**src/femtoCore_params.svh**
```systemverilog
//************************************************************
// Build-time constants of the RV32I sequencer core
// Address width must stay between 3 and 32 bits
// Reset address is taken modulo the internal address width
//************************************************************
`ifndef FEMTO_CORE_PARAMS_SVH
`define FEMTO_CORE_PARAMS_SVH
`default_nettype none

`define FEMTO_RESET_ADDR 32'h0000_0000   // First fetch
`define FEMTO_ADDR_WIDTH 24              // PC and address adders
`define FEMTO_NUM_REGS   32              // RV32I integer registers

`default_nettype wire
`endif

```
**src/rvIsaPkg.sv**
```systemverilog
//************************************************************
// RV32I instruction views and decoded-instruction types
// Bits [1:0] of the opcode are expected to be 2'b11
//************************************************************
`default_nettype none

package rvIsaPkg;

   typedef struct packed {
      logic [6:0] funct7;
      logic [4:0] rs2;
      logic [4:0] rs1;
      logic [2:0] funct3;
      logic [4:0] rd;
      logic [6:0] opcode;
   } rType_t;

   typedef struct packed {
      logic [11:0] imm;
      logic [4:0]  rs1;
      logic [2:0]  funct3;
      logic [4:0]  rd;
      logic [6:0]  opcode;
   } iType_t;

   typedef struct packed {
      logic [6:0] immHi;   // imm[11:5]
      logic [4:0] rs2;
      logic [4:0] rs1;
      logic [2:0] funct3;
      logic [4:0] immLo;   // imm[4:0]
      logic [6:0] opcode;
   } sType_t;

   typedef struct packed {
      logic       imm12;
      logic [5:0] imm10to5;
      logic [4:0] rs2;
      logic [4:0] rs1;
      logic [2:0] funct3;
      logic [3:0] imm4to1;
      logic       imm11;
      logic [6:0] opcode;
   } bType_t;

   typedef struct packed {
      logic [19:0] imm;    // imm[31:12]
      logic [4:0]  rd;
      logic [6:0]  opcode;
   } uType_t;

   typedef struct packed {
      logic       imm20;
      logic [9:0] imm10to1;
      logic       imm11;
      logic [7:0] imm19to12;
      logic [4:0] rd;
      logic [6:0] opcode;
   } jType_t;

   // One word, six readings
   typedef union packed {
      rType_t rType;
      iType_t iType;
      sType_t sType;
      bType_t bType;
      uType_t uType;
      jType_t jType;
   } instrWord_t;

   // Exactly one flag set for a legal opcode, none otherwise
   typedef struct packed {
      logic load;
      logic aluImm;
      logic auipc;
      logic store;
      logic aluReg;
      logic lui;
      logic branch;
      logic jalr;
      logic jal;
      logic system;
   } opClass_t;

   typedef struct packed {
      opClass_t    opClass;
      logic [2:0]  funct3;
      logic [4:0]  rd;
      logic        altOp;   // SUB or SRA/SRAI
      logic [31:0] imm;     // Already chosen by class
   } decoded_t;

endpackage

`default_nettype wire

```
**src/memBusPkg.sv**
```systemverilog
//************************************************************
// Shared memory port of the core, one port for code and data
// rstrb and nonzero wmask are single-cycle pulses
//************************************************************
`default_nettype none

package memBusPkg;

   typedef struct packed {
      logic [31:0] addr;    // Byte address, word aligned on fetch
      logic [31:0] wdata;   // Lane-replicated store data
      logic [3:0]  wmask;   // One bit per byte lane
      logic        rstrb;   // Read request
   } memReq_t;

   typedef struct packed {
      logic [31:0] rdata;
      logic        rbusy;   // Read still pending
      logic        wbusy;   // Write still pending
   } memRsp_t;

endpackage

`default_nettype wire

```
**src/instrDecoder.sv**
```systemverilog
//************************************************************
// Combinational RV32I decode of the latched instruction
// Unknown opcodes give an all-zero class, so nothing happens
//************************************************************
`default_nettype none

module instrDecoder (
   input  rvIsaPkg::instrWord_t instr,
   output rvIsaPkg::decoded_t   dec
);

   rvIsaPkg::opClass_t opClass;
   logic [31:0] immI, immS, immB, immU, immJ;

   // The five immediate formats
   assign immI = {{20{instr.iType.imm[11]}}, instr.iType.imm};
   assign immS = {{20{instr.sType.immHi[6]}}, instr.sType.immHi, instr.sType.immLo};
   assign immB = {{19{instr.bType.imm12}}, instr.bType.imm12, instr.bType.imm11,
                  instr.bType.imm10to5, instr.bType.imm4to1, 1'b0};
   assign immU = {instr.uType.imm, 12'b0};
   assign immJ = {{11{instr.jType.imm20}}, instr.jType.imm20, instr.jType.imm19to12,
                  instr.jType.imm11, instr.jType.imm10to1, 1'b0};

   always_comb begin
      opClass = '0;
      case (instr.rType.opcode)
         7'b0000011: opClass.load   = 1'b1;   // rd <- mem[rs1+I]
         7'b0010011: opClass.aluImm = 1'b1;   // rd <- rs1 op I
         7'b0010111: opClass.auipc  = 1'b1;   // rd <- PC+U
         7'b0100011: opClass.store  = 1'b1;   // mem[rs1+S] <- rs2
         7'b0110011: opClass.aluReg = 1'b1;   // rd <- rs1 op rs2
         7'b0110111: opClass.lui    = 1'b1;   // rd <- U
         7'b1100011: opClass.branch = 1'b1;   // PC <- PC+B if taken
         7'b1100111: opClass.jalr   = 1'b1;   // PC <- rs1+I
         7'b1101111: opClass.jal    = 1'b1;   // PC <- PC+J
         7'b1110011: opClass.system = 1'b1;   // Executes as a no-op
         default:    ;
      endcase
   end

   always_comb begin
      dec         = '0;
      dec.opClass = opClass;
      dec.funct3  = instr.rType.funct3;
      dec.rd      = instr.rType.rd;
      // funct7[5] means SUB only for register ops, SRA for both forms
      dec.altOp   = instr.rType.funct7[5] &
                    ((opClass.aluReg & (instr.rType.funct3 == 3'b000)) |
                     ((opClass.aluReg | opClass.aluImm) & (instr.rType.funct3 == 3'b101)));
      if (opClass.store)                    dec.imm = immS;
      else if (opClass.branch)              dec.imm = immB;
      else if (opClass.lui | opClass.auipc) dec.imm = immU;
      else if (opClass.jal)                 dec.imm = immJ;
      else                                  dec.imm = immI;   // Loads, ALU imm, JALR
   end

endmodule

`default_nettype wire

```
**src/regFile.sv**
```systemverilog
//************************************************************
// Integer register file, registered read, write at clock edge
// Read ports hold their value until the next readEn
//************************************************************
`include "femtoCore_params.svh"
`default_nettype none

module regFile (
   input  logic        clk,
   input  logic [4:0]  rs1Id,
   input  logic [4:0]  rs2Id,
   input  logic        readEn,
   input  logic [4:0]  rdId,
   input  logic        writeEn,
   input  logic [31:0] writeData,
   output logic [31:0] rs1,
   output logic [31:0] rs2
);

   logic [31:0] regs [`FEMTO_NUM_REGS];

   always_ff @(posedge clk) begin
      if (writeEn && (rdId != 5'd0))   // x0 is never written
         regs[rdId] <= writeData;
      if (readEn) begin
         rs1 <= (rs1Id == 5'd0) ? 32'd0 : regs[rs1Id];   // x0 reads zero
         rs2 <= (rs2Id == 5'd0) ? 32'd0 : regs[rs2Id];
      end
   end

endmodule

`default_nettype wire

```
**src/aluUnit.sv**
```systemverilog
//************************************************************
// RV32I ALU, purely combinational
// Also gives the raw sum for JALR and the branch predicate
//************************************************************
`default_nettype none

module aluUnit (
   input  rvIsaPkg::decoded_t dec,
   input  logic [31:0]        rs1,
   input  logic [31:0]        rs2,
   output logic [31:0]        aluOut,
   output logic [31:0]        aluSum,
   output logic               predicate
);

   logic [31:0] in2;
   logic [32:0] minus;
   logic        lt, ltu, eq;
   logic [31:0] shiftIn, shiftRev;
   logic [32:0] shifted;

   // Register ops and branches compare rs2, the rest use the immediate
   assign in2 = (dec.opClass.aluReg | dec.opClass.branch) ? rs2 : dec.imm;

   assign aluSum = rs1 + in2;

   // One 33-bit subtract serves SUB and all compares
   assign minus = {1'b1, ~in2} + {1'b0, rs1} + 33'd1;
   assign ltu   = minus[32];                                 // Borrow out
   assign lt    = (rs1[31] ^ in2[31]) ? rs1[31] : minus[32];  // Signs differ
   assign eq    = (minus[31:0] == 32'd0);

   // Left shift is a right shift of the reversed word
   assign shiftIn  = (dec.funct3 == 3'b001) ? {<<{rs1}} : rs1;
   assign shifted  = $signed({dec.altOp & rs1[31], shiftIn}) >>> in2[4:0];
   assign shiftRev = {<<{shifted[31:0]}};

   always_comb begin
      case (dec.funct3)
         3'b000:  aluOut = dec.altOp ? minus[31:0] : aluSum;   // ADD/SUB
         3'b001:  aluOut = shiftRev;                           // SLL
         3'b010:  aluOut = {31'd0, lt};                        // SLT
         3'b011:  aluOut = {31'd0, ltu};                       // SLTU
         3'b100:  aluOut = rs1 ^ in2;
         3'b101:  aluOut = shifted[31:0];                      // SRL/SRA
         3'b110:  aluOut = rs1 | in2;
         default: aluOut = rs1 & in2;
      endcase
   end

   always_comb begin
      case (dec.funct3)
         3'b000:  predicate = eq;     // BEQ
         3'b001:  predicate = ~eq;    // BNE
         3'b100:  predicate = lt;     // BLT
         3'b101:  predicate = ~lt;    // BGE
         3'b110:  predicate = ltu;    // BLTU
         3'b111:  predicate = ~ltu;   // BGEU
         default: predicate = 1'b0;
      endcase
   end

endmodule

`default_nettype wire

```
**src/loadStoreUnit.sv**
```systemverilog
//************************************************************
// Load/store datapath of the core, purely combinational
// Misaligned halfword and word accesses are not trapped
// storeMask is raw, the top gates it with the execute state
//************************************************************
`include "femtoCore_params.svh"
`default_nettype none

module loadStoreUnit (
   input  rvIsaPkg::decoded_t             dec,
   input  logic [31:0]                    rs1,
   input  logic [31:0]                    rs2,
   input  logic [31:0]                    rdata,
   output logic [`FEMTO_ADDR_WIDTH-1:0]   addr,
   output logic [31:0]                    wdata,
   output logic [3:0]                     storeMask,
   output logic [31:0]                    loadData
);

   logic        byteAccess, halfAccess;
   logic [15:0] loadHalf;
   logic [7:0]  loadByte;
   logic        loadSign;

   // Immediate is already S for stores and I for loads
   assign addr = rs1[`FEMTO_ADDR_WIDTH-1:0] + dec.imm[`FEMTO_ADDR_WIDTH-1:0];

   assign byteAccess = (dec.funct3[1:0] == 2'b00);
   assign halfAccess = (dec.funct3[1:0] == 2'b01);

   // Byte replicated on all lanes, halfword on both halves
   assign wdata[7:0]   = rs2[7:0];
   assign wdata[15:8]  = addr[0] ? rs2[7:0] : rs2[15:8];
   assign wdata[23:16] = addr[1] ? rs2[7:0] : rs2[23:16];
   assign wdata[31:24] = addr[0] ? rs2[7:0] : (addr[1] ? rs2[15:8] : rs2[31:24]);

   always_comb begin
      if (byteAccess)
         storeMask = 4'b0001 << addr[1:0];        // One lane
      else if (halfAccess)
         storeMask = addr[1] ? 4'b1100 : 4'b0011;  // Upper or lower pair
      else
         storeMask = 4'b1111;
   end

   // Pick the addressed halfword, then the byte inside it
   assign loadHalf = addr[1] ? rdata[31:16] : rdata[15:0];
   assign loadByte = addr[0] ? loadHalf[15:8] : loadHalf[7:0];
   assign loadSign = ~dec.funct3[2] & (byteAccess ? loadByte[7] : loadHalf[15]);   // LBU/LHU

   always_comb begin
      if (byteAccess)
         loadData = {{24{loadSign}}, loadByte};
      else if (halfAccess)
         loadData = {{16{loadSign}}, loadHalf};
      else
         loadData = rdata;
   end

endmodule

`default_nettype wire

```
**src/femtoCore.sv**
```systemverilog
//************************************************************
// Multicycle RV32I core on one shared memory port
// One instruction in flight, no interrupts, no CSRs
// PC steps by 4, upper address bits above the width are zero
// Loads write back again once memory drops rbusy
//************************************************************
`include "femtoCore_params.svh"
`default_nettype none

module femtoCore (
   input  logic                clk,
   input  logic                reset,
   output memBusPkg::memReq_t  memReq,
   input  memBusPkg::memRsp_t  memRsp
);

   localparam int AW = `FEMTO_ADDR_WIDTH;

   // One-hot state bits
   localparam int FETCH_BIT      = 0;
   localparam int WAIT_INSTR_BIT = 1;
   localparam int EXECUTE_BIT    = 2;
   localparam int WAIT_MEM_BIT   = 3;
   localparam logic [3:0] FETCH      = 4'b0001 << FETCH_BIT;
   localparam logic [3:0] WAIT_INSTR = 4'b0001 << WAIT_INSTR_BIT;
   localparam logic [3:0] EXECUTE    = 4'b0001 << EXECUTE_BIT;
   localparam logic [3:0] WAIT_MEM   = 4'b0001 << WAIT_MEM_BIT;

   logic [3:0]           state;
   logic [AW-1:0]        pc;
   logic                 loadPending;   // Load result still to arrive
   rvIsaPkg::instrWord_t instr;         // Latched instruction
   rvIsaPkg::instrWord_t fetched;       // Word on the bus right now
   rvIsaPkg::decoded_t   dec;
   logic [31:0]          rs1, rs2, aluOut, aluSum, lsWdata, loadData, wbData;
   logic [AW-1:0]        lsAddr, pcPlus4, pcPlusImm, pcNext;
   logic [3:0]           storeMask;
   logic                 predicate, writesRd, writeEn, readEn, needWait;

   assign fetched = memRsp.rdata;

   instrDecoder decoder (.instr(instr), .dec(dec));

   regFile regs (
      .clk(clk), .rs1Id(fetched.rType.rs1), .rs2Id(fetched.rType.rs2),
      .readEn(readEn), .rdId(dec.rd), .writeEn(writeEn), .writeData(wbData),
      .rs1(rs1), .rs2(rs2)
   );

   aluUnit alu (
      .dec(dec), .rs1(rs1), .rs2(rs2),
      .aluOut(aluOut), .aluSum(aluSum), .predicate(predicate)
   );

   loadStoreUnit lsu (
      .dec(dec), .rs1(rs1), .rs2(rs2), .rdata(memRsp.rdata),
      .addr(lsAddr), .wdata(lsWdata), .storeMask(storeMask), .loadData(loadData)
   );

   assign pcPlus4   = pc + AW'(4);
   assign pcPlusImm = pc + dec.imm[AW-1:0];   // Branch, JAL and AUIPC target

   always_comb begin
      if (dec.opClass.jalr)
         pcNext = {aluSum[AW-1:1], 1'b0};
      else if (dec.opClass.jal | (dec.opClass.branch & predicate))
         pcNext = pcPlusImm;
      else
         pcNext = pcPlus4;
   end

   // Classes are one-hot so the terms never overlap
   assign wbData = ({32{dec.opClass.aluReg | dec.opClass.aluImm}} & aluOut)
                 | ({32{dec.opClass.lui}}                      & dec.imm)
                 | ({32{dec.opClass.auipc}}                    & 32'(pcPlusImm))
                 | ({32{dec.opClass.jal | dec.opClass.jalr}}   & 32'(pcPlus4))
                 | ({32{dec.opClass.load}}                     & loadData);

   assign writesRd = dec.opClass.aluReg | dec.opClass.aluImm | dec.opClass.lui |
                     dec.opClass.auipc | dec.opClass.jal | dec.opClass.jalr | dec.opClass.load;

   // Execute write, then the final load data when it arrives
   assign writeEn = (state[EXECUTE_BIT] & writesRd)
                  | (state[WAIT_MEM_BIT] & loadPending & ~memRsp.rbusy);

   assign readEn   = state[WAIT_INSTR_BIT] & ~memRsp.rbusy;
   assign needWait = dec.opClass.load | dec.opClass.store;

   // Memory port
   assign memReq.addr  = (state[FETCH_BIT] | state[WAIT_INSTR_BIT]) ?
                         32'({pc[AW-1:2], 2'b00}) : 32'(lsAddr);
   assign memReq.wdata = lsWdata;
   assign memReq.wmask = {4{state[EXECUTE_BIT] & dec.opClass.store}} & storeMask;
   assign memReq.rstrb = state[FETCH_BIT] | (state[EXECUTE_BIT] & dec.opClass.load);

   always_ff @(posedge clk) begin
      if (!reset) begin
         state       <= WAIT_MEM;   // Wait for the memory to go idle
         pc          <= AW'(`FEMTO_RESET_ADDR);
         loadPending <= 1'b0;
      end else begin
         case (1'b1)
            state[FETCH_BIT]: state <= WAIT_INSTR;
            state[WAIT_INSTR_BIT]: if (!memRsp.rbusy) state <= EXECUTE;
            state[EXECUTE_BIT]: begin
               pc          <= pcNext;
               loadPending <= dec.opClass.load;
               state       <= needWait ? WAIT_MEM : FETCH;
            end
            state[WAIT_MEM_BIT]: begin
               if (!memRsp.rbusy && !memRsp.wbusy) begin
                  loadPending <= 1'b0;
                  state       <= FETCH;
               end
            end
            default: state <= WAIT_MEM;   // Recover from a broken one-hot code
         endcase
      end
   end

   // Instruction latched with the register read
   always_ff @(posedge clk) begin
      if (readEn) instr <= fetched;
   end

endmodule

`default_nettype wire

```
**config.mk**
```make
export PLATFORM = sky130hd
export DESIGN_NAME = femtoCore
export DESIGN_NICKNAME = d
export VERILOG_FILES = /design/src/rvIsaPkg.sv /design/src/memBusPkg.sv /design/src/instrDecoder.sv /design/src/regFile.sv /design/src/aluUnit.sv /design/src/loadStoreUnit.sv /design/src/femtoCore.sv
export VERILOG_INCLUDE_DIRS = /design/src
export SDC_FILE = /design/constraint.sdc
export NUM_CORES = 2
export LEC_CHECK = 0
export BUFFER_PORTS_ARGS = -buffer_cell sky130_fd_sc_hd__buf_4
export CAP_MARGIN = 20
export CORE_MARGIN = 4
export CORE_UTILIZATION = 60
export DETAILED_ROUTE_END_ITERATION = 12
export PLACE_DENSITY = 0.77
export SLEW_MARGIN = 0
export SYNTH_ARGS = -nofsm -noshare
export SYNTH_HDL_FRONTEND = slang
export SYNTH_SLANG_ARGS = --single-unit
```
**constraint.sdc**
```tcl
create_clock -name clk -period 9.71 [get_ports clk]
set_input_delay 0.4855 -clock clk [delete_from_list [all_inputs] [get_ports clk]]
set_output_delay 0.4855 -clock clk [all_outputs]
set_load 0.05 [all_outputs]
```
==> impl_metrics.yaml <==
outcome:
  outcome: "finished, final reports clean"
die:
  core_area_um2: 107000
  die_x_um: 337
  die_area_um2: 114000
  ios: 105
  die_h_um: 337
  rows: 120
  start_util_pct: 60.6
cells_and_area:
  drive_gt1_share_pct: 22.0
  area_growth_pct: 10.4
  nets: 5039
  fill_cells: 6994
  ff_latch_area_um2: 34200
  layout_commonest_cell: "edfxtp_1"
  multi_input_comb_area_um2: 29400
  layout_common_cells: "edfxtp_1 (1120), mux4_2 (454), nand2_1 (285), nor2_1 (281), a21oi_1 (281)"
synth:
  synthArstFlopShare_pct: 0
  yosys_warnings: 0
  synthFlopType: "edfxtp_1"
  syn_avg_cell_area_um2: 13.5
  ys_seq_area_share_pct: 52.6
  syn_area_um2: 65100
  syn_inst: 4830
  synth_edf_count: 1120
  synth-seq-cells: 1149
  yosysUniqueCellTypes: 96
grt:
  grt_util_all_layers_pct: 48.2
  grt_max_degree: 105
  grt_remaining_overflow: 0
  antenna_found_initial: 20
  grt_pass1_vias: 49700
  grt_first_pass_wirelength_um: 381000
cts:
  clk_path_buf_depth: 3
  cts_tree: "done"
  clkLatencyLatePin_ns: 0.77
  htreeDepth: 3
  cts_buffers: 113
  root_buffer: "clkbuf_16"
  clk_pin_slew_ns: 0.06
  cts_setup_buffers: 0
  clock_sinks: 1149
worst_setup_path:
  crit_path_end_kind: "flop"
  critPathLaunchType: "flop"
  crit_arrival_ns: 9.02
  critPathKind: "reg -> reg"
  critical_path_required_ns: 10.39
  reg2reg_slack_ns: 1.37
  critPathMaxFanout: 27
pwr:
  p_total_mw: 10.8
  p_leak_nw: 24.8
  swShare_pct: 25.1
  power_density_nw_per_um2: 151
  pwr-share-comb_pct: 8.9
  switchingPower_mw: 2.73
  seq_power_share_pct: 50.0
  clkPwrFrac_pct: 41.1
  ir_drop_mv: 0.193
  p_int_mw: 8.12
route:
  first_iter_violations: 9926
  ant_nets: 0
  wirelength_um: 277000
  vias: 51700
  wl_per_cell_um: 43.4
  viasPerCell: 8.11
  drtPass1Iterations: 6
  drc: 0
sta:
  fin_worst_skew_ns: 0.0688
  drv_slew: 0
  fin_ws_ns: 1.37
  hold_viol_final: 0
  rsz0062_at_grt: "false"
  fmax_mhz: 120
  final.setup.tns_ns: 0
  tightest_slew_ns: 1.20
  min_period_over_period_pct: 85.9
  setup_viol_count_final: 0
  slew_headroom_pct: 19.9
  hold_slack_ns: 0.0574
  period_needed_ns: 8.34
min_path:
  min_path_type: "in -> reg"
placement:
  portBuffers: 96
  gp_congestion: 1.07
  dp_hpwl_um: 171000
  pre_cts_ws_ns: 1.62
flow_run:
  maxCapViolations: 0
[synthesized netlist by cell type (all sizes together) (110+ instances only)]
cell | n | area [µm²]
a21oi | 281 | 1410
mux4 | 454 | 10200
mux2 | 120 | 1350
buf | 110 | 500
inv | 139 | 522
ha | 134 | 1680
mux2i | 277 | 2770
edfxtp | 1120 | 33600
clkbuf | 272 | 1020
nand2 | 288 | 1080
nor2 | 305 | 1150
o21ai | 229 | 1150
[power by group through the flow]
stage,clock [mW],sequential (mW),combinational [mW]
after global placement,0,5.53,0.892
after global routing,4.66,5.42,0.983
final,4.46,5.42,0.961
after CTS,4.43,5.42,0.919
after floorplan,0,5.51,0.603
after detailed placement,0,5.53,0.896
[layout make-up]
type	count	area share (%)
flip-flops and latches	1149	47.6
inverters	141	0.737
well taps	1403	2.44
repair buffers	265	3.17
multi-input cells	3197	40.9
diodes	15	0.0523
clock inverters	69	0.976
clock buffers	132	4.07
[registers in the layout (all words and copies together) (netlist names)]
name and cells:
regs.regs 1024, instr 32, regs.rs1 32, regs.rs2 32
pc 24, state 4, loadPending 1
[cells by family after synthesis]
kind of cell             synth area share [%]
buffers and inverters                    3.15
other                                 0.00576
multiplexers                             22.1
AND/OR/NAND/NOR                          6.76
AO/OA/AOI/OAI                            11.3
flip-flops                               52.6
adder cells (fa/ha/maj)                  2.65
XOR/XNOR                                 1.49
[metrics by stage]
step	cell area, µm²	util (%)	cells
finish	71800	66.9	6371
global route	71800	66.9	6357
CTS	71600	66.7	6344
detailed placement	67800	63.1	6125
global placement	67700	63.1	6123
floorplan	65200	-	4869
[repair_timing]
item / 4_1_cts / 5_1_grt
resized for setup: 0 / 0
hold buffers: 18 / 0
hold endpoints to repair: 18 / 0
[worst max-delay path, stage by stage (launching register included)]
cell	delay (ns)
edfxtp_1	0.32
buf_4	0.28
nor2b_1	0.50
nand3_1	0.44
nand2_1	0.36
a21o_1	0.22
nand2b_1	0.11
a21boi_0	0.28
inv_1	0.10
ha_1	0.53
inv_1	0.20
a21oi_1	0.48
o31ai_1	0.29
a21o_1	0.26
a311o_1	0.38
nor4_1	0.30
nand4b_1	0.16
or4_1	0.54
or4_4	0.56
nor4_4	0.49
a211oi_1	0.20
a211oi_4	0.22
buf_4	0.38
mux2_2	0.38
o32ai_1	0.20
[worst paths after layout]
| kind | from | end | cells after the start |
|---|---|---|---|
| max | instr[5] | pc[2] | 24 |
| min | memRsp[29] | instr[27] | 1 |
| min reg2reg | state[1] | state[2] | 2 |
| max reg2reg | instr[5] | pc[2] | 24 |
[routing by layer]
| metal | up-vias | part of all wire [%] | track usage, % |
|---|---|---|---|
| li1 | 19300 | - | - |
| met3 | 1578 | 16 | 17.8 |
| met1 | 24900 | 33 | 60.5 |
| met5 | - | 0.025 | 0 |
| met4 | 10 | 9.1 | 33.7 |
| met2 | 5828 | 43 | 69.8 |
Power figures use the tool's default switching activity.
